[config.mk]
export PLATFORM = sky130hd
export DESIGN_NAME = esp_uart
export DESIGN_NICKNAME = d
export VERILOG_FILES = /design/src/source/esp_uart.sv
export VERILOG_INCLUDE_DIRS = /design/src /design/src/include
export SDC_FILE = /design/constraint.sdc
export NUM_CORES = 1
export LEC_CHECK = 0
export BUFFER_PORTS_ARGS = -buffer_cell sky130_fd_sc_hd__clkbuf_2
export CAP_MARGIN = 20
export CORE_MARGIN = 3
export CORE_UTILIZATION = 57
export DETAILED_ROUTE_END_ITERATION = 8
export HOLD_SLACK_MARGIN = 0.08
export PLACE_DENSITY = 0.78
export SLEW_MARGIN = 25
export SYNTH_ARGS = -nofsm -noshare
export SYNTH_HDL_FRONTEND = slang
export SYNTH_SLANG_ARGS = --single-unit
export TNS_END_PERCENT = 20
[constraint.sdc]
create_clock -name sysclk -period 2.2 [get_ports sysclk]
set_clock_uncertainty 0.1 [all_clocks]
set_input_delay 0.11 -clock sysclk [delete_from_list [all_inputs] [get_ports sysclk]]
set_output_delay 0.11 -clock sysclk [all_outputs]
set_load 0.1 [all_outputs]
[src/include/z80_io_cfg.svh]
`ifndef Z80_IO_CFG_SVH
`define Z80_IO_CFG_SVH

// I/O port map
`define Z80_PORT_ESPCTRL  8'hF4     // ESP control / status
`define Z80_PORT_ESPDATA  8'hF5     // ESP transmit / receive data
`define Z80_PORT_CASSETTE 8'hFC
`define Z80_PORT_CPM      8'hFD     // CP/M remap, write only
`define Z80_PORT_PRINTER  8'hFE
`define Z80_PORT_SCRAMBLE 8'hFF     // Write only

// Memory window of the system RAM, A[15:11]
`define Z80_RAM_REGION 5'b00111     // $3800-$3FFF

// ESP serial port
`define ESP_BIT_CYCLES 8            // sysclk cycles per bit
`define ESP_BREAK_BITS 12           // Bit times of a sent break

`endif

[src/source/esp_uart.sv]
`timescale 1ns/1ps
`include "z80_io_cfg.svh"

module esp_uart (
    input  logic       sysclk,
    input  logic       reset,
    input  logic [7:0] tx_data,
    input  logic       tx_valid,
    input  logic       tx_break,
    output logic       tx_busy,
    output logic [7:0] rx_data,
    output logic       rx_not_empty,
    input  logic       rx_read,
    output logic       rx_overflow,
    output logic       rx_framing,
    output logic       rx_break,
    input  logic       esp_rx,
    input  logic       esp_cts,
    output logic       esp_tx,
    output logic       esp_rts
);

    localparam int cnt_max = (`ESP_BREAK_BITS > 10) ? `ESP_BREAK_BITS : 10;
    localparam int div_w   = $clog2(`ESP_BIT_CYCLES + 1);
    localparam int bit_w   = $clog2(cnt_max + 1);
    localparam logic [div_w-1:0] div_last = div_w'(`ESP_BIT_CYCLES - 1);
    localparam logic [div_w-1:0] div_half = div_w'((`ESP_BIT_CYCLES - 1) / 2);

    logic [1:0]       cts_sync;
    logic             tx_pending;       // Loaded, waiting for CTS
    logic             tx_active;
    logic             brk_active;
    logic             tx_line;
    logic             tx_engaged;
    logic             tx_accept;
    logic             tx_go;
    logic             brk_go;
    logic             tx_tick;
    logic [7:0]       tx_hold;
    logic [8:0]       tx_frame;         // Remaining data bits and stop bit
    logic [div_w-1:0] tx_div;
    logic [bit_w-1:0] tx_bits;

    logic [2:0]       rx_sync;
    logic             rx_s;
    logic             rx_active;
    logic             rx_sample;
    logic             rx_stop;
    logic             rx_good;
    logic             rx_store;
    logic             rx_full;
    logic [div_w-1:0] rx_div;
    logic [bit_w-1:0] rx_bits;
    logic [7:0]       rx_shift;
    logic [7:0]       rx_buf;

    ////////////////////////////////////////////////////////////////////
    // Transmitter
    ////////////////////////////////////////////////////////////////////
    assign tx_engaged = tx_pending | tx_active | brk_active;
    assign tx_busy    = tx_engaged | tx_valid;
    assign tx_accept  = tx_valid & ~tx_engaged;         // Otherwise dropped
    assign tx_go      = (tx_accept | tx_pending) & ~cts_sync[1];
    assign brk_go     = tx_break & ~tx_engaged;
    assign tx_tick    = tx_div == div_last;
    assign esp_tx     = tx_line;

    always_ff @(posedge sysclk) begin
        if (tx_accept)
            tx_hold <= tx_data;
        if (tx_go)
            tx_frame <= {1'b1, tx_accept ? tx_data : tx_hold};
        else if (tx_active && tx_tick)
            tx_frame <= {1'b1, tx_frame[8:1]};
    end

    always_ff @(posedge sysclk or posedge reset) begin
        if (reset) begin
            cts_sync   <= 2'b11;
            tx_pending <= 1'b0;
            tx_active  <= 1'b0;
            brk_active <= 1'b0;
            tx_line    <= 1'b1;             // Idle high
            tx_div     <= '0;
            tx_bits    <= '0;
        end else begin
            cts_sync <= {cts_sync[0], esp_cts};
            tx_div   <= tx_tick ? '0 : tx_div + 1'b1;
            if (tx_go) begin
                tx_pending <= 1'b0;
                tx_active  <= 1'b1;
                tx_line    <= 1'b0;         // Start bit
                tx_div     <= '0;
                tx_bits    <= '0;
            end else if (tx_accept) begin
                tx_pending <= 1'b1;
            end else if (brk_go) begin
                brk_active <= 1'b1;
                tx_line    <= 1'b0;
                tx_div     <= '0;
                tx_bits    <= '0;
            end else if (tx_tick && tx_active) begin
                if (tx_bits == bit_w'(9)) begin
                    tx_active <= 1'b0;      // Stop bit done, line stays high
                end else begin
                    tx_line <= tx_frame[0];
                    tx_bits <= tx_bits + 1'b1;
                end
            end else if (tx_tick && brk_active) begin
                if (tx_bits == bit_w'(`ESP_BREAK_BITS - 1)) begin
                    brk_active <= 1'b0;
                    tx_line    <= 1'b1;
                end else begin
                    tx_bits <= tx_bits + 1'b1;
                end
            end
        end
    end

    ////////////////////////////////////////////////////////////////////
    // Receiver
    ////////////////////////////////////////////////////////////////////
    assign rx_s      = rx_sync[1];
    assign rx_sample = rx_active && rx_div == '0;       // Mid-cell
    assign rx_stop   = rx_sample && rx_bits == bit_w'(9);
    assign rx_good   = rx_stop && rx_s;
    assign rx_store  = rx_good && !(rx_full && !rx_read);

    assign rx_data      = rx_buf;
    assign rx_not_empty = rx_full;
    assign esp_rts      = rx_full;                       // Hold off the sender

    always_ff @(posedge sysclk) begin
        if (rx_sample && rx_bits != '0 && !rx_stop)
            rx_shift <= {rx_s, rx_shift[7:1]};          // LSB first
        if (rx_store)
            rx_buf <= rx_shift;
    end

    always_ff @(posedge sysclk or posedge reset) begin
        if (reset) begin
            rx_sync     <= 3'b111;
            rx_active   <= 1'b0;
            rx_div      <= '0;
            rx_bits     <= '0;
            rx_full     <= 1'b0;
            rx_overflow <= 1'b0;
            rx_framing  <= 1'b0;
            rx_break    <= 1'b0;
        end else begin
            rx_sync     <= {rx_sync[1:0], esp_rx};
            rx_overflow <= rx_good && !rx_store;         // Old byte is kept
            rx_framing  <= rx_stop && !rx_s && rx_shift != 8'h00;
            rx_break    <= rx_stop && !rx_s && rx_shift == 8'h00;

            if (rx_store)
                rx_full <= 1'b1;
            else if (rx_read)
                rx_full <= 1'b0;

            if (!rx_active) begin
                // Falling edge only, so a held break cannot restart a frame
                if (rx_sync[2] && !rx_s) begin
                    rx_active <= 1'b1;
                    rx_div    <= div_half;
                    rx_bits   <= '0;
                end
            end else if (rx_div != '0) begin
                rx_div <= rx_div - 1'b1;
            end else begin
                rx_div  <= div_last;
                rx_bits <= rx_bits + 1'b1;
                if ((rx_bits == '0 && rx_s) || rx_stop)
                    rx_active <= 1'b0;      // Glitch or end of frame
            end
        end
    end

endmodule

Yosys cells after proc, flatten, opt, wreduce, memory -nomap -nowiden
Index checks and enable logic that the tools add are counted.
{ "totals": {"ff_bits": 62, "word_cells": 129, "inputBits": 15} }
{ "classes": {"mux": 44, "bitwise": 11, "eq_ne": 10, "n_addsub": 4, "reduce_logical": 41} }
{ "ops": {"columns": ["cell", "n"], "rows": [
  ["4-bit 2-to-1 mux", 17],
  ["1-bit 2-to-1 mux", 24],
  ["8-bit 2-to-1 mux", 3],
  ["4-bit nonzero test", 4],
  ["1-bit logical AND", 15],
  ["2-bit nonzero test", 7],
  ["4-bit by 1-bit adder with 4-bit output (second input constant)", 3],
  ["4-bit equality test (second input constant)", 3],
  ["4-bit AND reduction", 3],
  ["4-bit zero test", 2],
  ["8-bit zero test", 1],
  ["4-bit != test (second input constant)", 2],
  ["8-bit nonzero test", 1],
  ["2-bit != test (second input constant)", 3],
  ["1-bit zero test", 5],
  ["5-bit AND reduction", 1],
  ["4-bit by 3-bit equality test with 1-bit output (second input constant)", 1],
  ["1-bit inverter", 4],
  ["1-bit bitwise OR", 4],
  ["4-bit by 1-bit subtractor with 4-bit output (second input constant)", 1],
  ["1-bit bitwise AND", 3],
  ["2-bit by 1-bit != test with 1-bit output (second input constant)", 1],
  ["2-bit AND reduction", 1],
  ["1-bit logical OR", 1]
]} }

Depth between registers and ports, before layout
{ "logic_depth": {"word_depth": 8, "mapped_depth": 7, "ltp_nobuf": 7} }

Worst setup path before layout
No wires, ideal clock.
{ "synth_path": {"path_type": "reg-to-reg", "start": "register rx_div[0]", "end": "register rx_buf[0], in the netlist rx_data[0], enable pin", "t_arrival_ns": 1.573, "period_less_slack_ns": 2.005, "n_path_buf": 0, "path_stages_with_launch": 7, "required_ns": 1.768, "setup_time_ns": 0.332, "path_slack_ns": 0.195, "path_cell_list": "dfrtp_1 -> inv_1 -> ha_1 -> nor3b_2 -> nand2_1 -> nor3_1 -> and3_1"} }
{ "synth_via": {"elab_chain_len": 5} }
{ "synth_lines": {"columns": ["element", "line_no", "text"], "rows": [
  ["from (decl)", "esp_uart.sv:52", "logic [div_w-1:0] rx_div;"],
  ["from (signal assigned)", "esp_uart.sv:165", "rx_div <= div_half;"],
  ["from (signal assigned)", "esp_uart.sv:169", "rx_div <= rx_div - 1'b1;"],
  ["from (signal assigned)", "esp_uart.sv:171", "rx_div <= div_last;"],
  ["4-bit zero test", "esp_uart.sv:124", "assign rx_sample = rx_active && rx_div == '0;"],
  ["1-bit logical AND", "esp_uart.sv:124", null],
  ["1-bit logical AND", "esp_uart.sv:125", "assign rx_stop = rx_sample && rx_bits == bit_w'(9);"],
  ["1-bit logical AND", "esp_uart.sv:126", "assign rx_good = rx_stop && rx_s;"],
  ["1-bit logical AND", "esp_uart.sv:127", "assign rx_store = rx_good && !(rx_full && !rx_read);"],
  ["via rx_store", "esp_uart.sv:50", "logic rx_store;"],
  ["to (signal assigned)", "esp_uart.sv:137", "rx_buf <= rx_shift;"],
  ["to (decl)", "esp_uart.sv:55", "logic [7:0] rx_buf;"]
]} }
The timed path passes the listed nets, and every way through them passes these cells.
A chain may end at the register's enable or synchronous reset.

Worst setup path after layout
{ "layout_path": {"start": "register tx_active", "end": "register tx_frame[3], data pin"} }
{ "layout_via": {"elab_chain_len": 7} }
{ "layout_lines": {"columns": ["element", "line_no", "text"], "rows": [
  ["from (decl)", "esp_uart.sv:31", "logic tx_active;"],
  ["from (signal assigned)", "esp_uart.sv:81", "tx_active <= 1'b0;"],
  ["from (signal assigned)", "esp_uart.sv:91", "tx_active <= 1'b1;"],
  ["from (signal assigned)", "esp_uart.sv:104", "tx_active <= 1'b0;"],
  ["1-bit bitwise OR * (2 in series)", "esp_uart.sv:60", "assign tx_engaged = tx_pending | tx_active | brk_active;"],
  ["1-bit inverter *", "esp_uart.sv:62", "assign tx_accept = tx_valid & ~tx_engaged;"],
  ["1-bit bitwise AND *", "esp_uart.sv:62", null],
  ["1-bit bitwise OR", "esp_uart.sv:63", "assign tx_go = (tx_accept | tx_pending) & ~cts_sync[1];"],
  ["1-bit bitwise AND", "esp_uart.sv:63", null],
  ["8-bit 2-to-1 mux *", "esp_uart.sv:71", "if (tx_go)"],
  ["to (signal assigned)", "esp_uart.sv:72", "tx_frame <= {1'b1, tx_accept ? tx_data : tx_hold};"],
  ["to (signal assigned)", "esp_uart.sv:74", "tx_frame <= {1'b1, tx_frame[8:1]};"],
  ["to (decl)", "esp_uart.sv:40", "logic [8:0] tx_frame;"]
]} }
Every way passes the cells marked *; elsewhere a longest branch is shown, timed or not.

==> results.yml <==
placement:
  io_buffers: 29
  gp_congestion: 0.7966
  hpwl_mm: 3.349
drt:
  vias: 1781
  drt_iter0_drc: 113
  wl_met2_mm: 2.223
  vias_per_cell: 5.316
  wl_met3_um: 186
  drtPass1Iterations: 4
  ant_nets: 0
  top_layer: "met4"
  wirelength_mm: 4.671
  wl_met1_mm: 2.203
  drc: 0
  wl_per_cell_um: 13.94
synth:
  ys_async_sr_fraction_pct: 48.39
  synth_commonest_cells: "33 x nand2_1, 24 x dfrtp_1, 24 x edfxtp_1"
  netlist.area_leader.share_pct: 27.17
  yosys.area.top_type: "edfxtp_1"
  synth-main-ff-cell: "edfxtp_1"
  avgSynthCellArea_um2: 12.11
  yosys-top-cells-area: "edfxtp_1 27%, dfrtp_1 23%, dfxtp_1 6.0%"
  yosysSeqAreaShare_pct: 61.79
  syn_nets: 242
  synthDistinctLibCells: 51
  synth_most_common_cell: "nand2_1"
  netlist_area_um2: 2653
  synth-seq-cells: 62
  syn_inst: 219
  yosysWarnings: 0
  synth_edf_count: 24
finish:
  nFillCells: 316
  drive_gt1_share_pct: 27.92
  nets: 301
  syn_to_final_growth_pct: 22.83
  final_core_util_pct: 73.81
  antennaDiodeCount: 0
status:
  run_status: "completed"
timing:
  min_period_ns: 2.033
  fin_setup_tns_ns: 0
  rsz0062_at_grt: "no"
  fmax_ghz: 0.4918
  drv_slew: 0
  hold_viol_final: 0
  maxSlewHeadroom_pct: 53.84
  worst_pin_slew_ns: 0.6916
  finalCritPeriodShare_pct: 92.42
  setup_violations: 0
setup_path:
  ff2ff_path_depth: 6
  cp.required_ns: 2.19
  crit_type: "reg -> reg"
  start_kind: "flop"
  critPathMaxFanout: 8
  setup.worst_path.end_class: "flop"
  cp_data_arrival_time_ns: 2.02
power_and_ir_drop:
  p_leak_nw: 1.420
  power_w: 0.003490
  irDropWorstVdd_uv: 947.9
  p_per_area_nw_per_um2: 1071
run:
  drv_cap: 0
floorplan:
  die_x_um: 74.22
  start_util_pct: 60.09
  core_area_um2: 4414
  rows: 24
  design.die.area_um2: 5508
  io_pins: 30
  die_h_um: 74.22
worst_hold_path:
  holdPathStages: 4
  hold_path_class: "in -> reg"
clock_tree:
  cts_setup_buffers: 0
  clk_path_buf_depth: 2
  cts_buffers: 9
  cts_root_buf: "clkbuf_8"
  clk_latency_ns: 0.33
  clkTransAtPathRegs_ns: 0.07
  tritoncts: "done"
  clock-sinks: 62
  htree_levels: 3
grt:
  grt_overflow_total: 0
  grt_max_degree: 20
  groute.usage.overall_pct: 19.81
  grt_first_pass_wirelength_mm: 8.010
  antenna_found_initial: 0
  grt_pass1_vias: 1790
registers in the layout, summed over array words and instances (netlist names):
signal / cells
rx_bits: 4
rx_shift: 8
cts_sync: 2
tx_hold: 8
esp_tx: 1
brk_active: 1
rx_data: 8
rx_sync: 3
tx_pending: 1
rx_overflow: 1
tx_bits: 4
rx_framing: 1
esp_rts: 1
rx_active: 1
rx_break: 1
tx_active: 1
rx_div: 4
tx_frame: 8
tx_div: 4
kinds of logic (layout without fill, tap and decap cells):
logic type	after synthesis	in the layout	share of synthesized area, %
adders and majority gates	8	8	3.774
buffers and inverters	14	78	2.170
DFF	62	62	61.79
AOI/OAI and AO/OA	32	32	9.152
xor gates and xnor gates	2	2	0.6605
muxes	12	12	4.953
and+or+nand+nor	89	89	17.50
where the power goes:
| part | leakage, nW | switching [W] | internal, W | total (W) |
|---|---|---|---|---|
| Sequential | 0.631 | 0.000191 | 0.00147 | 0.00166 |
| Clock | 0.105 | 0.000394 | 0.000630 | 0.00102 |
| Combinational | 0.684 | 0.000425 | 0.000382 | 0.000807 |
| Total | 1.42 | 0.00101 | 0.00248 | 0.00349 |
metrics by stage:
stage | area (um^2) | worst slack [ns] | cells | hold slack [ns]
after detailed placement | 2922 | 0.1184 | 306 | 0.1004
after global placement | 2922 | 0.2229 | 306 | 0.09727
after floorplan | 2653 | 0.1954 | 219 | 0.01448
after CTS | 3257 | 0.1259 | 335 | 0.1032
final | 3258 | 0.1668 | 335 | 0.1221
after global routing | 3258 | 0.04974 | 335 | 0.1658
worst max-delay path, stage by stage, from the launching register on:
cell and delay (ns):
dfrtp_1 0.46, nor3_1 0.26, and2_1 0.31, buf_4 0.20
mux2_2 0.34, nand2_1 0.08, nand2_1 0.05
routing by layer:
metal / vias to the layer above / track usage, %
met3: 7 / 6.216
met4: 0 / 8.300
met5: - / 0
met2: 29 / 30.61
met1: 846 / 26.17
li1: 899 / -
placed cells by master (no fill, tap or decap), types with 5 or more instances in the layout:
master / n
nor2_1: 10
dlygate4sd3_1: 13
clkbuf_8: 9
inv_1: 9
o21ai_0: 6
buf_4: 11
nand2_1: 33
edfxtp_1: 24
a21oi_1: 8
nand3_1: 6
dfrtp_1: 24
nor2b_1: 7
clkbuf_2: 29
mux2_2: 8
ha_1: 8
nor3_1: 5
dfxtp_1: 8
nand3b_1: 5
dfstp_2: 6
final cells by class:
cell class / count / area (um^2) / area share, %
flip-flops and latches: 62 / 1639 / 50.31
multi-input cells: 143 / 957.2 / 29.38
repair buffers: 53 / 357.8 / 10.98
clock buffers: 11 / 131.4 / 4.032
clock inverters: 5 / 73.82 / 2.266
well taps: 52 / 65.06 / 1.997
inverters: 9 / 33.78 / 1.037
final timing paths:
path,endpoint,slack [ns],from
max,tx_frame[3]$_DFFE_PP_,0.17,tx_active$_DFFE_PP0P_
min,tx_bits[0]$_DFFE_PP0P_,0.12,tx_break
max reg2reg,tx_frame[3]$_DFFE_PP_,0.17,tx_active$_DFFE_PP0P_
min reg2reg,cts_sync[1]$_DFF_PP1_,0.25,cts_sync[0]$_DFF_PP1_
max in group asynchronous,cts_sync[1]$_DFF_PP1_,1.03,reset
min in group asynchronous,tx_div[3]$_DFF_PP0_,0.31,reset
repair_timing:
action,CTS,global route
hold endpoints to repair,29,0
endpoints found under the setup margin,0,8
hold buffers,13,0
resized for setup,0,1
Power figures use the tool's default switching activity.
