$ cat src/include/z80_io_cfg.svh
`ifndef Z80_IO_CFG_SVH
`define Z80_IO_CFG_SVH

// I/O port map
`define Z80_PORT_ESPCTRL  8'hF4     // ESP control / status
`define Z80_PORT_ESPDATA  8'hF5     // ESP transmit / receive data
`define Z80_PORT_CASSETTE 8'hFC
`define Z80_PORT_CPM      8'hFD     // CP/M remap, write only
`define Z80_PORT_PRINTER  8'hFE
`define Z80_PORT_SCRAMBLE 8'hFF     // Write only

// Memory window of the system RAM, A[15:11]
`define Z80_RAM_REGION 5'b00111     // $3800-$3FFF

// ESP serial port
`define ESP_BIT_CYCLES 8            // sysclk cycles per bit
`define ESP_BREAK_BITS 12           // Bit times of a sent break

`endif

$ cat src/source/z80_io_pkg.sv
package z80_io_pkg;

    // Memory request view, A[15:11] picks a 2 KB region
    typedef struct packed {
        logic [4:0]  region;
        logic [10:0] offset;
    } mem_view_t;

    // I/O request view, only the low byte is the port
    typedef struct packed {
        logic [7:0] high;
        logic [7:0] port;
    } io_view_t;

    // One address word, read through whichever view the request calls for
    typedef union packed {
        mem_view_t mem;
        io_view_t  io;
    } bus_addr_t;

    // Read word of the ESP control/status port
    typedef struct packed {
        logic [2:0] zero;
        logic       overflow;       // Sticky
        logic       framing;        // Sticky
        logic       brk;            // Sticky
        logic       tx_busy;
        logic       rx_not_empty;
    } esp_status_t;

endpackage

$ cat src/source/bus_access_if.sv
`timescale 1ns/1ps

// One decoded CPU access, front end to the processing blocks
interface bus_access_if;

    z80_io_pkg::bus_addr_t addr;
    logic [7:0]            wrdata;
    logic                  wr_stb;      // One cycle per write cycle
    logic                  rd_stb;      // One cycle per read cycle
    logic                  sel_ram;
    logic                  sel_port;    // I/O request on one of our ports

    modport front (
        output addr,
        output wrdata,
        output wr_stb,
        output rd_stb,
        output sel_ram,
        output sel_port
    );

    modport proc (
        input addr,
        input wrdata,
        input wr_stb,
        input rd_stb,
        input sel_ram,
        input sel_port
    );

endinterface

$ cat src/source/io_regs.sv
`timescale 1ns/1ps
`include "z80_io_cfg.svh"

module io_regs (
    input  logic       sysclk,
    input  logic       reset,
    bus_access_if.proc acc,
    output logic [7:0] port_rddata,
    input  logic       cassette_in,
    input  logic       printer_in,
    output logic       cassette_out,
    output logic       printer_out,
    output logic       cpm_remap,
    output logic [7:0] scramble_value,
    output logic [7:0] tx_data,
    output logic       tx_valid,
    output logic       tx_break,
    input  logic       tx_busy,
    input  logic [7:0] rx_data,
    input  logic       rx_not_empty,
    output logic       rx_read,
    input  logic       rx_overflow,
    input  logic       rx_framing,
    input  logic       rx_break
);

    logic [7:0]              port;
    logic                    wr_hit;
    logic                    wr_ctrl;
    logic [2:0]              flags;     // Overflow, framing, break
    logic [2:0]              clr_mask;
    z80_io_pkg::esp_status_t status;

    assign port    = acc.addr.io.port;
    assign wr_hit  = acc.wr_stb && acc.sel_port;
    assign wr_ctrl = wr_hit && port == `Z80_PORT_ESPCTRL;

    // UART requests straight off the access strobes
    assign tx_data  = acc.wrdata;
    assign tx_valid = wr_hit && port == `Z80_PORT_ESPDATA;
    assign tx_break = wr_ctrl && acc.wrdata[7];
    assign rx_read  = acc.rd_stb && acc.sel_port && port == `Z80_PORT_ESPDATA;

    // Latch ports
    always_ff @(posedge sysclk or posedge reset) begin
        if (reset) begin
            cassette_out   <= 1'b0;
            cpm_remap      <= 1'b0;
            printer_out    <= 1'b0;
            scramble_value <= 8'h00;
        end else if (wr_hit) begin
            if (port == `Z80_PORT_CASSETTE) cassette_out   <= acc.wrdata[0];
            if (port == `Z80_PORT_CPM)      cpm_remap      <= acc.wrdata[0];
            if (port == `Z80_PORT_PRINTER)  printer_out    <= acc.wrdata[0];
            if (port == `Z80_PORT_SCRAMBLE) scramble_value <= acc.wrdata;
        end
    end

    ////////////////////////////////////////////////////////////////////
    // Sticky ESP error flags
    ////////////////////////////////////////////////////////////////////
    assign clr_mask = wr_ctrl ? acc.wrdata[4:2] : 3'b000;

    always_ff @(posedge sysclk or posedge reset) begin
        if (reset)
            flags <= 3'b000;
        else    // A new event beats a clear in the same cycle
            flags <= (flags & ~clr_mask) | {rx_overflow, rx_framing, rx_break};
    end

    always_comb begin
        status              = '0;
        status.overflow     = flags[2];
        status.framing      = flags[1];
        status.brk          = flags[0];
        status.tx_busy      = tx_busy;
        status.rx_not_empty = rx_not_empty;
    end

    // Port read word, write-only ports read as zero
    always_comb begin
        case (port)
            `Z80_PORT_ESPCTRL:  port_rddata = status;
            `Z80_PORT_ESPDATA:  port_rddata = rx_data;
            `Z80_PORT_CASSETTE: port_rddata = {7'b0, cassette_in};
            `Z80_PORT_PRINTER:  port_rddata = {7'b0, printer_in};
            default:            port_rddata = 8'h00;
        endcase
    end

endmodule

$ cat src/flat_wrapper.sv
// flat-port wrapper written by rule: the top's interface ports become plain ports
module io_regs_flat 
  (sysclk, reset, port_rddata, cassette_in, printer_in, cassette_out, printer_out, cpm_remap, scramble_value, tx_data, tx_valid, tx_break, tx_busy, rx_data, rx_not_empty, rx_read, rx_overflow, rx_framing, rx_break, acc_addr, acc_wrdata, acc_wr_stb, acc_rd_stb, acc_sel_ram, acc_sel_port);
  bus_access_if acc_i ();
  input  logic sysclk;
  input  logic reset;
  output logic [7:0] port_rddata;
  input  logic cassette_in;
  input  logic printer_in;
  output logic cassette_out;
  output logic printer_out;
  output logic cpm_remap;
  output logic [7:0] scramble_value;
  output logic [7:0] tx_data;
  output logic tx_valid;
  output logic tx_break;
  input  logic tx_busy;
  input  logic [7:0] rx_data;
  input  logic rx_not_empty;
  output logic rx_read;
  input  logic rx_overflow;
  input  logic rx_framing;
  input  logic rx_break;
  input wire logic [$bits(acc_i.addr)-1:0] acc_addr;
  input wire logic [$bits(acc_i.wrdata)-1:0] acc_wrdata;
  input wire logic [$bits(acc_i.wr_stb)-1:0] acc_wr_stb;
  input wire logic [$bits(acc_i.rd_stb)-1:0] acc_rd_stb;
  input wire logic [$bits(acc_i.sel_ram)-1:0] acc_sel_ram;
  input wire logic [$bits(acc_i.sel_port)-1:0] acc_sel_port;
  assign acc_i.addr = acc_addr;
  assign acc_i.wrdata = acc_wrdata;
  assign acc_i.wr_stb = acc_wr_stb;
  assign acc_i.rd_stb = acc_rd_stb;
  assign acc_i.sel_ram = acc_sel_ram;
  assign acc_i.sel_port = acc_sel_port;
  io_regs u_core (.sysclk(sysclk), .reset(reset), .acc(acc_i), .port_rddata(port_rddata), .cassette_in(cassette_in), .printer_in(printer_in), .cassette_out(cassette_out), .printer_out(printer_out), .cpm_remap(cpm_remap), .scramble_value(scramble_value), .tx_data(tx_data), .tx_valid(tx_valid), .tx_break(tx_break), .tx_busy(tx_busy), .rx_data(rx_data), .rx_not_empty(rx_not_empty), .rx_read(rx_read), .rx_overflow(rx_overflow), .rx_framing(rx_framing), .rx_break(rx_break));
endmodule
$ cat config.mk
export PLATFORM = sky130hd
export DESIGN_NAME = io_regs_flat
export DESIGN_NICKNAME = d
export VERILOG_FILES = /design/src/source/z80_io_pkg.sv /design/src/source/bus_access_if.sv /design/src/source/io_regs.sv /design/src/flat_wrapper.sv
export VERILOG_INCLUDE_DIRS = /design/src /design/src/include
export SDC_FILE = /design/constraint.sdc
export NUM_CORES = 1
export LEC_CHECK = 0
export BUFFER_PORTS_ARGS = -buffer_cell sky130_fd_sc_hd__buf_2
export CAP_MARGIN = 30
export CORE_MARGIN = 1.5
export CORE_UTILIZATION = 35
export DETAILED_ROUTE_END_ITERATION = 16
export GPL_TIMING_DRIVEN = 0
export PLACE_DENSITY = 0.77
export SYNTH_ARGS = -nofsm -noshare
export SYNTH_HDL_FRONTEND = slang
export SYNTH_SLANG_ARGS = --single-unit
$ cat constraint.sdc
create_clock -name sysclk -period 1.85 [get_ports sysclk]
set_clock_uncertainty 0.1 [all_clocks]
set_input_delay 0.37 -clock sysclk [delete_from_list [all_inputs] [get_ports sysclk]]
set_output_delay 0.37 -clock sysclk [all_outputs]
set_load 0.02 [all_outputs]
**After elaboration in Yosys (flattened, before gate mapping)**

Cells that the tools add are included.

- Register bits: 14
- Bits of input ports: 45
- Output and inout bits: 30

- Equality and inequality tests: 6
- Mux-type cells: 2
- Bitwise logic cells: 3
- Reduce and logical (&&, ||, !) cells: 10

Operator list:

| operator | count |
|---|---|
| == test 8 bit (second input constant) | 6 |
| case mux 8 bit (4 select lines) | 1 |
| AND reduction 2 bit | 4 |
| logical AND 1 bit | 6 |
| AND 3 bit | 1 |
| two-way mux 3 bit | 1 |
| inverter 3 bit | 1 |
| OR 3 bit | 1 |

**Depth between registers and ports, before layout**

Gate-level depths: netlist (run 1).

- Depth in word-level cells: 6
- Mapped depth: 3

**Least setup slack after synthesis (run 1)**

No wires, ideal clock.

- Path kind: input to output
- From: input port acc_addr[3]
- To: output port tx_valid
- Arrival: 1,323 ps
- Setup slack: 57 ps
- Stages on the path: 2
- Buffers on the path: 0
- Path through: nand4b_1 -> nor4_1

- Word-level cells in the longest chain between the ends: 2

Ends and longest elaborated chain:

| what | line | source |
|---|---|---|
| from (decl) | flat_wrapper.sv:24 | `input wire logic [$bits(acc_i.addr)-1:0] acc_addr;` |
| == test 8 bit (no line) | n/a |  |
| logical AND 1 bit (no line) | n/a |  |
| to (decl) | flat_wrapper.sv:15 | `output logic tx_valid;` |

No other way between the ends.

**Worst setup path after layout (run 1)**

- From: input port acc_addr[3]
- To: output port tx_break

- Word-level cells in the longest chain between the ends: 3

Ends and longest elaborated chain:

| what | line | source |
|---|---|---|
| == test 8 bit (no line) | n/a |  |
| logical AND 1 bit (no line) | n/a |  |
| logical AND 1 bit | io_regs.sv:41 | `assign tx_break = wr_ctrl && acc.wrdata[7];` |
| to (decl) | flat_wrapper.sv:16 | `output logic tx_break;` |

No other way between the ends.

==> results.ini, run 1 <==
[finish]
area_growth_pct=65.9
instances_no_fill=174
diodes=0
num-fill-cells=207
layout.nets=193
drive_gt1_frac=0.712

[drt]
drt_iter0_markers=5
via_count=831
drt-wirelength-per-cell_um=12.2
wl_um=2120
drt_pre_antenna_iters=4
drc=0
vias_per_cell=4.78
ant_nets=0

[setup_path]
crit_fanout=6
critPathCaptureType=primary output
critical_path_required_ps=1380
path_class=input port to primary output
reg2reg_depth=1
crit_arrival_ps=1380
start_kind=input port
r2r_slack_ps=980

[logic_synthesis]
ys_warn_count=0
ys_types=21
synth_top_area_frac=0.434
synth-seq-area-share=0.434
synthArstFlopShare=1.00
synth_area_sq_um=807
synth_ff_type=dfrtp_1
ys_ff_latch=14
yosys-top-cells-count=14 x dfrtp_1, 11 x mux2_2, 8 x buf_4
synthesis.nets=117
synth_area_leaders=dfrtp_1 43%, mux2_2 15%, buf_4 7.4%, a22o_1 4.3%, nor3_4 4.0%
synth_top_area_cell=dfrtp_1
synth_most_common_cell=dfrtp_1
synth_cells=72
syn_avg_cell_area_sq_um=11.2
synth_edf_count=0

[sta]
finalCritPeriodShare=1.00
max_freq_mhz=540
setup_viol=1
maxSlewViolCount=0
grt_setup_unrepaired=true
worst_pin_slew_ps=592
maxSlewHeadroom=0.601
fin_crit_ps=1850
hold_viol=0
fin_tns_setup_ps=-2.72
worst_slack_ps=-2.72

[placement]
dp.cells=165
hpwl_um=1610
portBuffers=65
gp_congestion=0.700

[pwr]
p_switching_mw=0.160
p_int_mw=0.455
p_sw_frac=0.260
p_leak_nw=0.754
seq_power_share=0.513
pwr-share-clk=0.260
power_density_mw_per_mm2=459
vdd.ir_drop.worst_mv=0.431
p_comb_frac=0.227

[global_routing]
top_usage_layer=met2
met1_usage=0.183
grt_overflow=0
grtUsageMet3=0.0292
grt_max_degree=15
grt_usage=0.171
gr-usage-met2=0.329
grt_pass1_wl_um=3350
grt_pass1_vias=814
antenna_found_initial=0

[clocking]
htree_levels=1
clk_pin_slew_ps=70
cts_tree=built
hold_buffers=0
cts.root.buffer_cell=clkbuf_4
clock_sinks=14
numCtsBuffers=3
clock_latency_ps=270
clockBufferDepth=2

[floorplan]
core_sq_mm=0.00219
dieArea_sq_mm=0.00260
die_w_um=51.0
io_pins=75
initial_utilization=0.368
num_rows=17
die_h_um=51.0

[job]
maxCapViolCount=0

[outcome]
violations=setup timing
status=finished, violations left

[min_path]
hp-class=input port to async pin

[flip-flops by register name, summed over array words and instances, names as in the netlist]
register	cells
u_core.scramble_value	8
u_core.flags	3
u_core.cassette_out	1
u_core.cpm_remap	1
u_core.printer_out	1
[per-stage QoR]
| stage | setup slack, ps | area, sq um | hold WS (ps) | total power, mW | utilization |
|---|---|---|---|---|---|
| global placement | -184 | 1170 | 318 | 0.445 | 0.533 |
| global route | -53.9 | 1340 | 50.8 | 0.651 | 0.611 |
| floorplan | 56.8 | 807 | 159 | 0.382 | - |
| finish | -2.72 | 1340 | 21.1 | 0.615 | 0.611 |
| CTS | -23.8 | 1250 | 33.4 | 0.617 | 0.572 |
| detailed placement | -225 | 1170 | 330 | 0.448 | 0.533 |
[layout make-up]
| type | instances | area (sq um) | share of cell area |
|---|---|---|---|
| Multi-Input combinational cell | 45 | 403 | 0.301 |
| Sequential cell | 14 | 350 | 0.262 |
| Buffer | 8 | 60.1 | 0.0449 |
| Timing Repair Buffer | 71 | 449 | 0.336 |
| Tap cell | 28 | 35.0 | 0.0262 |
| Inverter | 5 | 18.8 | 0.0140 |
| Clock buffer | 3 | 22.5 | 0.0168 |
[metal layers]
metal | vias up | share of wire
met5 | - | 0
met4 | 0 | 0.011
met3 | 4 | 0.069
met2 | 41 | 0.53
met1 | 377 | 0.39
li1 | 409 | -
[power by group through the flow]
stage / Combinational (mW) / Sequential, mW / Clock, mW
3_3_place_gp: 0.124 / 0.321 / 0
6_report: 0.139 / 0.315 / 0.160
3_5_place_dp: 0.127 / 0.321 / 0
2_1_floorplan: 0.0528 / 0.329 / 0
5_1_grt: 0.152 / 0.316 / 0.182
4_1_cts: 0.133 / 0.315 / 0.169
[what timing repair did]
action                     CTS  global route
resized for setup            9            22
pin swaps                    4             7
setup buffers                4             2
setup endpoints to repair   10            10
[placed cells by master (no fill, tap or decap), drive strengths merged]
cell type / instances
buf: 79
dfrtp: 14
mux2: 11
inv: 5
nor3: 5
a22o: 4
nor4: 4
and2: 3
nor2: 3
a31oi: 3
clkbuf: 3
nand2: 3
nand4: 2
or2: 1
nand2b: 1
nand4b: 1
mux2i: 1
a221o: 1
and4: 1
and3: 1
[critical path, stage by stage]
cell and delay [ps]:
buf_6 90, nand4b_1 180, buf_6 160, nor3_4 210, and4_1 250, buf_6 120
[logic make-up (layout without fill, tap and decap cells)]
group	count (synthesis)	count (layout)	synth area share
DFF	14	14	0.434
and+or+nand+nor	25	25	0.223
buffers and inverters	13	87	0.0977
muxes	12	12	0.166
AOI/OAI and AO/OA	8	8	0.0791
[path summary, 6_finish.rpt]
check	startpoint	endpoint
setup / recovery	acc_addr[3]	tx_break
hold / removal	reset	u_core.scramble_value[0]
setup reg to reg	u_core.scramble_value[0]	u_core.scramble_value[0]
hold reg to reg	u_core.scramble_value[1]	u_core.scramble_value[1]
max in group asynchronous	reset	u_core.cpm_remap
min in group sysclk	acc_wrdata[2]	u_core.flags[0]
No activity file was read; power rests on OpenSTA's default activity.
==> run 2: changes to the inputs <==
--- a/config.mk
+++ b/config.mk
@@ -6,13 +6,12 @@
 export SDC_FILE = /design/constraint.sdc
 export NUM_CORES = 1
 export LEC_CHECK = 0
-export BUFFER_PORTS_ARGS = -buffer_cell sky130_fd_sc_hd__buf_2
 export CAP_MARGIN = 30
 export CORE_MARGIN = 1.5
 export CORE_UTILIZATION = 35
 export DETAILED_ROUTE_END_ITERATION = 16
+export DONT_BUFFER_PORTS = 1
 export GPL_TIMING_DRIVEN = 0
-export PLACE_DENSITY = 0.77
 export SYNTH_ARGS = -nofsm -noshare
 export SYNTH_HDL_FRONTEND = slang
 export SYNTH_SLANG_ARGS = --single-unit
==> run 2 against run 1 <==
Net effect:
- the run now ends clean
- final cell count shrank 39%
- clock power grew 37%
- register-to-register slack lost 110 ps
- wire length shrank 17%
- first-iteration DRC count shrank 20%
- clock-buffer cell count grew 1
- critical path type unchanged
- critical endpoint is now port_rddata[0]
- largest power group unchanged
==> results.ini, run 2 (same netlist as run 1, synthesis figures left out) <==
[outcome]
status=completed

[sta]
fin_crit_ps=1850  ; -6.88 ps
fin_tns_setup_ps=0  ; +2.72 ps
hold_viol=0  ; unchanged
maxSlewHeadroom=0.565  ; -0.0367
fin_hold_ws_ps=75.6  ; +54.4 ps
finalCritPeriodShare=0.998  ; -0.00372
worst_pin_slew_ps=647  ; +54.5 ps
setup_viol=0  ; -1
max_freq_mhz=542  ; +0.37%
grt_setup_unrepaired=true
worst_slack_ps=4.16  ; +6.88 ps
maxSlewViolCount=0  ; unchanged

[finish]
area_growth_pct=15.3
stdcell_area_sq_um=931  ; -30%
num-fill-cells=217  ; +4.8%
seq_area_sq_um=350  ; unchanged
layout_commonest_cell=dfrtp_1
multiInputGateArea_sq_um=409  ; +1.6%
diodes=0  ; unchanged
utilization=0.425  ; -0.186
largestRegisters=u_core.scramble_value (8), u_core.flags (3)
instances_no_fill=107  ; -39%
drive_gt1_frac=0.494  ; -0.219
largest_reg_flops=8  ; unchanged
layout.nets=125  ; -35%
top_register=u_core.scramble_value
mostFrequentLayoutCells=14 x dfrtp_1, 11 x mux2_2, 8 x buf_4

[pwr]
vdd.ir_drop.worst_mv=0.317  ; -26%
power_density_mw_per_mm2=653  ; +42%
p_total_mw=0.607  ; -1.2%
p_leak_nw=0.440  ; -42%

[drt]
wl_um=1750  ; -17%
ant_nets=0  ; unchanged
vias_per_cell=5.56  ; +16%
via_count=595  ; -28%
drt_pre_antenna_iters=4  ; unchanged
drc=0  ; unchanged
drt-wirelength-per-cell_um=16.3  ; +34%
drt_iter0_markers=4  ; -1

[setup_path]
critical_path_required_ps=1380  ; about the same
crit_fanout=5  ; -1
critPathMaxStageDelay_ps=300  ; +50 ps
path_cells=nand4b_1, buf_6, nor3_4, a221o_1
crit_arrival_ps=1380  ; about the same
start_kind=input port
path_class=input port to primary output
critPathSlowestCell=a221o_1
critPathCaptureType=primary output

[job]
maxCapViolCount=0  ; unchanged

[placement]
placed_cell_area_sq_um=842  ; -28%
pre_cts_ws_ps=-76.8  ; +149 ps
hpwl_um=1380  ; -14%
portBuffers=0  ; -100%
gp_congestion=0.570  ; -19%
dp.cells=100  ; -39%

[floorplan]
die_w_um=51.0  ; unchanged
io_pins=75  ; unchanged
die_h_um=51.0  ; unchanged
core_sq_mm=0.00219  ; unchanged
num_rows=17  ; unchanged
initial_utilization=0.368  ; unchanged
dieArea_sq_mm=0.00260  ; unchanged

[clocking]
numCtsBuffers=3  ; unchanged
cts.root.buffer_cell=clkbuf_4
clockBufferDepth=2  ; unchanged
cts_tree=built
clk_pin_slew_ps=80  ; about the same
clock_latency_ps=280  ; about the same
clock_sinks=14  ; unchanged
htree_levels=1  ; unchanged

[min_path]
hp-class=input port to flop

[global_routing]
grt_pass1_vias=616  ; -24%
grt_usage=0.135  ; -0.0366
grt_max_degree=15  ; unchanged
grt_overflow=0  ; unchanged
antenna_found_initial=0  ; unchanged
grt_pass1_wl_um=2570  ; -23%

-- run 2: cell count changes in the layout (fill, tap and decap cells not counted), moves of 3 or more --
cell / before / now
a22o_1: 4 / 1
a22o_2: 0 / 3
and2_2: 0 / 3
and2_4: 3 / 0
buf_2: 53 / 0
buf_4: 13 / 8
buf_6: 13 / 1
-- run 2: repair_timing --
item,CTS,global route
hold buffers,1,0
gates cloned,0,1
pin swaps,0,3
buffers inserted,0,1
hold endpoints to repair,14,0
resized for setup,0,10
setup endpoints to repair,10,11
-- run 2: final timing paths --
| check | start | to | slack (ps) | depth (start not counted) |
|---|---|---|---|---|
| worst min register to register | u_core.flags[2] | u_core.flags[2] | 450 | 2 |
| worst max-delay path | acc_addr[3] | port_rddata[0] | 4 | 4 |
| min in group asynchronous | reset | u_core.scramble_value[5] | 460 | 2 |
| max in group asynchronous | reset | u_core.scramble_value[4] | 830 | 2 |
| worst max register to register | u_core.printer_out | u_core.printer_out | 870 | 1 |
| worst min-delay path | acc_wrdata[4] | u_core.flags[2] | 80 | 1 |
-- run 2: cell type report --
type	count	area share
well taps	28	0.0376
multi-input cells	46	0.440
flip-flops and latches	14	0.376
plain buffers	8	0.0645
clock buffers	4	0.0390
repair buffers	2	0.0228
inverters	5	0.0202
-- run 2: metal layers --
metal | up-vias | GRT usage | share of wire
met1 | 268 | 0.150 | 0.40
met5 | - | 0 | 0
li1 | 271 | - | -
met4 | 0 | 0.0676 | 0.012
met3 | 4 | 0.0409 | 0.11
met2 | 52 | 0.232 | 0.47
-- run 2: worst max-delay path: cells and delay by family --
family	cells	cell delay, ps
AO/OA/AOI/OAI	1	300
buffers and inverters	1	210
AND/OR/NAND/NOR	2	500
-- run 2: power by group --
| part | switching (mW) | leakage, nW | internal [mW] |
|---|---|---|---|
| clock network | 0.0995 | 0.0210 | 0.120 |
| registers | 0.0125 | 0.179 | 0.312 |
| logic | 0.0379 | 0.240 | 0.0258 |
| total | 0.150 | 0.440 | 0.458 |
==> run 3: changes to the inputs <==
--- a/config.mk
+++ b/config.mk
@@ -6,12 +6,14 @@
 export SDC_FILE = /design/constraint.sdc
 export NUM_CORES = 1
 export LEC_CHECK = 0
+export ABC_CLOCK_PERIOD_IN_PS = 1700
 export CAP_MARGIN = 30
 export CORE_MARGIN = 1.5
 export CORE_UTILIZATION = 35
 export DETAILED_ROUTE_END_ITERATION = 16
 export DONT_BUFFER_PORTS = 1
 export GPL_TIMING_DRIVEN = 0
+export SLEW_MARGIN = 20
 export SYNTH_ARGS = -nofsm -noshare
 export SYNTH_HDL_FRONTEND = slang
 export SYNTH_SLANG_ARGS = --single-unit
==> constraint.sdc (replaced) <==
create_clock -name sysclk -period 1.7 [get_ports sysclk]
set_clock_uncertainty 0.1 [all_clocks]
set_input_delay 0.34 -clock sysclk [delete_from_list [all_inputs] [get_ports sysclk]]
set_output_delay 0.34 -clock sysclk [all_outputs]
set_load 0.02 [all_outputs]
==> run 3 against run 2 <==
Net effect:
- via count grew 2.2%
- die area did not move
- clock power increased by 4%
- wire length grew 0.40%
- global-route usage grew 0.59 points
- non-clock buffer count up 1
- power grew 7.7%
- first-iteration DRC count is 50% higher
- largest cell class unchanged
- highest routed layer is now met3
==> results.ini, run 3 (same netlist as run 1, synthesis figures left out) <==
[outcome]
status=completed

[clocking]
clockBufferDepth=2  ; unchanged
numCtsBuffers=3  ; unchanged
clk_pin_slew_ps=80  ; about the same
htree_levels=1  ; unchanged
clock_sinks=14  ; unchanged
clock_latency_ps=270  ; about the same
cts.root.buffer_cell=clkbuf_4
cts_tree=built

[finish]
layout.nets=126  ; +0.80%
num-fill-cells=212  ; -2.3%
top_register=u_core.scramble_value
layout_commonest_cell=dfrtp_1
largest_reg_flops=8  ; unchanged
instances_no_fill=108  ; +0.93%
area_growth_pct=18.6
largestRegisters=u_core.scramble_value (8), u_core.flags (3)
diodes=0  ; unchanged
mostFrequentLayoutCells=14 x dfrtp_1, 11 x mux2_2, 9 x buf_4
drive_gt1_frac=0.488  ; -0.00617

[setup_path]
critPathSlowestCell=a221o_1
path_class=input port to primary output
crit_arrival_ps=1240  ; -140 ps
r2r_slack_ps=720  ; -150 ps
start_kind=input port
path_depth=4  ; unchanged
critPathCaptureType=primary output
crit_path_start=acc_addr[3]
r2r-end=u_core.scramble_value[6]
cp_num_buf_inv=1  ; unchanged
critical_path_required_ps=1260  ; -120 ps
crit_path_end=port_rddata[0]
path_cells=nand4b_1, buf_6, nor3_4, a221o_1
crit_family=simple AND/OR/NAND/NOR gates
regToRegStartpoint=u_core.scramble_value[6]
critPathMaxStageDelay_ps=330  ; +30 ps
crit_fanout=6  ; +1
reg2reg_depth=1  ; unchanged

[drt]
drt-wirelength-per-cell_um=16.2  ; -0.53%
vias_per_cell=5.63  ; +1.2%
ant_nets=0  ; unchanged
via_count=608  ; +2.2%
drt_pre_antenna_iters=3  ; -1
drt_iter0_markers=6  ; +2
wl_um=1750  ; +0.40%
drc=0  ; unchanged

[job]
maxCapViolCount=0  ; unchanged

[sta]
finalCritPeriodShare=0.987
grt_setup_unrepaired=true
max_freq_mhz=596
maxSlewViolCount=0  ; unchanged
setup_viol=0  ; unchanged
fin_tns_setup_ps=0  ; unchanged
fin_crit_ps=1680
worst_pin_slew_ps=643  ; -3.58 ps
hold_viol=0  ; unchanged
maxSlewHeadroom=0.567  ; +0.00241
worst_slack_ps=21.8  ; +17.6 ps

[floorplan]
dieArea_sq_mm=0.00260  ; unchanged
die_h_um=51.0  ; unchanged
num_rows=17  ; unchanged
die_w_um=51.0  ; unchanged
io_pins=75  ; unchanged
core_sq_mm=0.00219  ; unchanged
initial_utilization=0.368  ; unchanged

[pwr]
power_density_mw_per_mm2=683  ; +4.7%
p_leak_nw=0.459  ; +4.4%
p_sw_frac=0.236  ; -0.0108
vdd.ir_drop.worst_mv=0.487  ; +53%
p_switching_mw=0.154  ; +2.9%
p_int_mw=0.500  ; +9.2%
p_comb_frac=0.113  ; +0.008
pwr-share-clk=0.347  ; -0.014
seq_power_share=0.540  ; +0.006

[placement]
hpwl_um=1410  ; +2.2%
portBuffers=0  ; unchanged
dp.cells=100  ; unchanged
pre_cts_ws_ps=-128  ; -50.9 ps
gp_congestion=0.668  ; +17%

[global_routing]
grt_overflow=0  ; unchanged
grt_pass1_wl_um=2750  ; +7.0%
grt_usage=0.141  ; +0.00586
grt_max_degree=15  ; unchanged
grt_pass1_vias=678  ; +10%
antenna_found_initial=0  ; unchanged

[min_path]
hp-class=input port to flop

==> run 3: timing repair <==
item,CTS,global route
hold buffers,1,0
setup endpoints to repair,10,11
gates resized for setup,4,7
hold endpoints to repair,14,0
setup buffers,2,0
gates cloned,0,1
pin swaps,1,5
==> run 3: worst min path at each step <==
stage | start | depth (start not counted) | to
finish | acc_wrdata[2] | 1 | u_core.flags[0]
global route | acc_wrdata[2] | 1 | u_core.flags[0]
CTS | acc_wrdata[2] | 1 | u_core.flags[0]
detailed placement | reset | 1 | u_core.scramble_value[3]
global placement | reset | 1 | u_core.scramble_value[1]
floorplan | reset | 1 | u_core.cassette_out
==> run 3: power groups by stage <==
| stage | clock network (mW) | registers (mW) | logic (mW) |
|---|---|---|---|
| 5_1_grt | 0.246 | 0.354 | 0.0808 |
| 4_1_cts | 0.240 | 0.353 | 0.0698 |
| 6_report | 0.227 | 0.353 | 0.0740 |
| 3_3_place_gp | 0 | 0.360 | 0.0642 |
| 2_1_floorplan | 0 | 0.358 | 0.0594 |
| 3_5_place_dp | 0 | 0.360 | 0.0655 |
==> run 3: cell type report <==
cell class,instances,area [sq um],area share
clock buffer,4,36.3,0.0379
tap,28,35.0,0.0366
sequential,14,350,0.366
inverter,5,18.8,0.0196
multi-input combinational,46,428,0.447
buffer,8,60.1,0.0627
timing repair buffer,3,28.8,0.0301
==> run 3: stage by stage <==
stage,util,hold slack (ps),cell area [sq um],power (mW)
2_1_floorplan,-,129,820,0.418
3_3_place_gp,0.390,194,855,0.424
3_5_place_dp,0.390,199,855,0.426
4_1_cts,0.421,44.2,923,0.663
5_1_grt,0.437,53.5,957,0.681
6_report,0.437,53.8,957,0.654
==> run 3: routing by layer <==
layer | GRT usage | vias up | part of all wire | wire length, um
li1 | - | 271 | - | -
met1 | 0.149 | 288 | 0.36 | 625
met2 | 0.268 | 49 | 0.51 | 893
met3 | 0.0380 | 0 | 0.13 | 234
met4 | 0.0405 | 0 | 0 | 0
met5 | 0 | - | 0 | 0
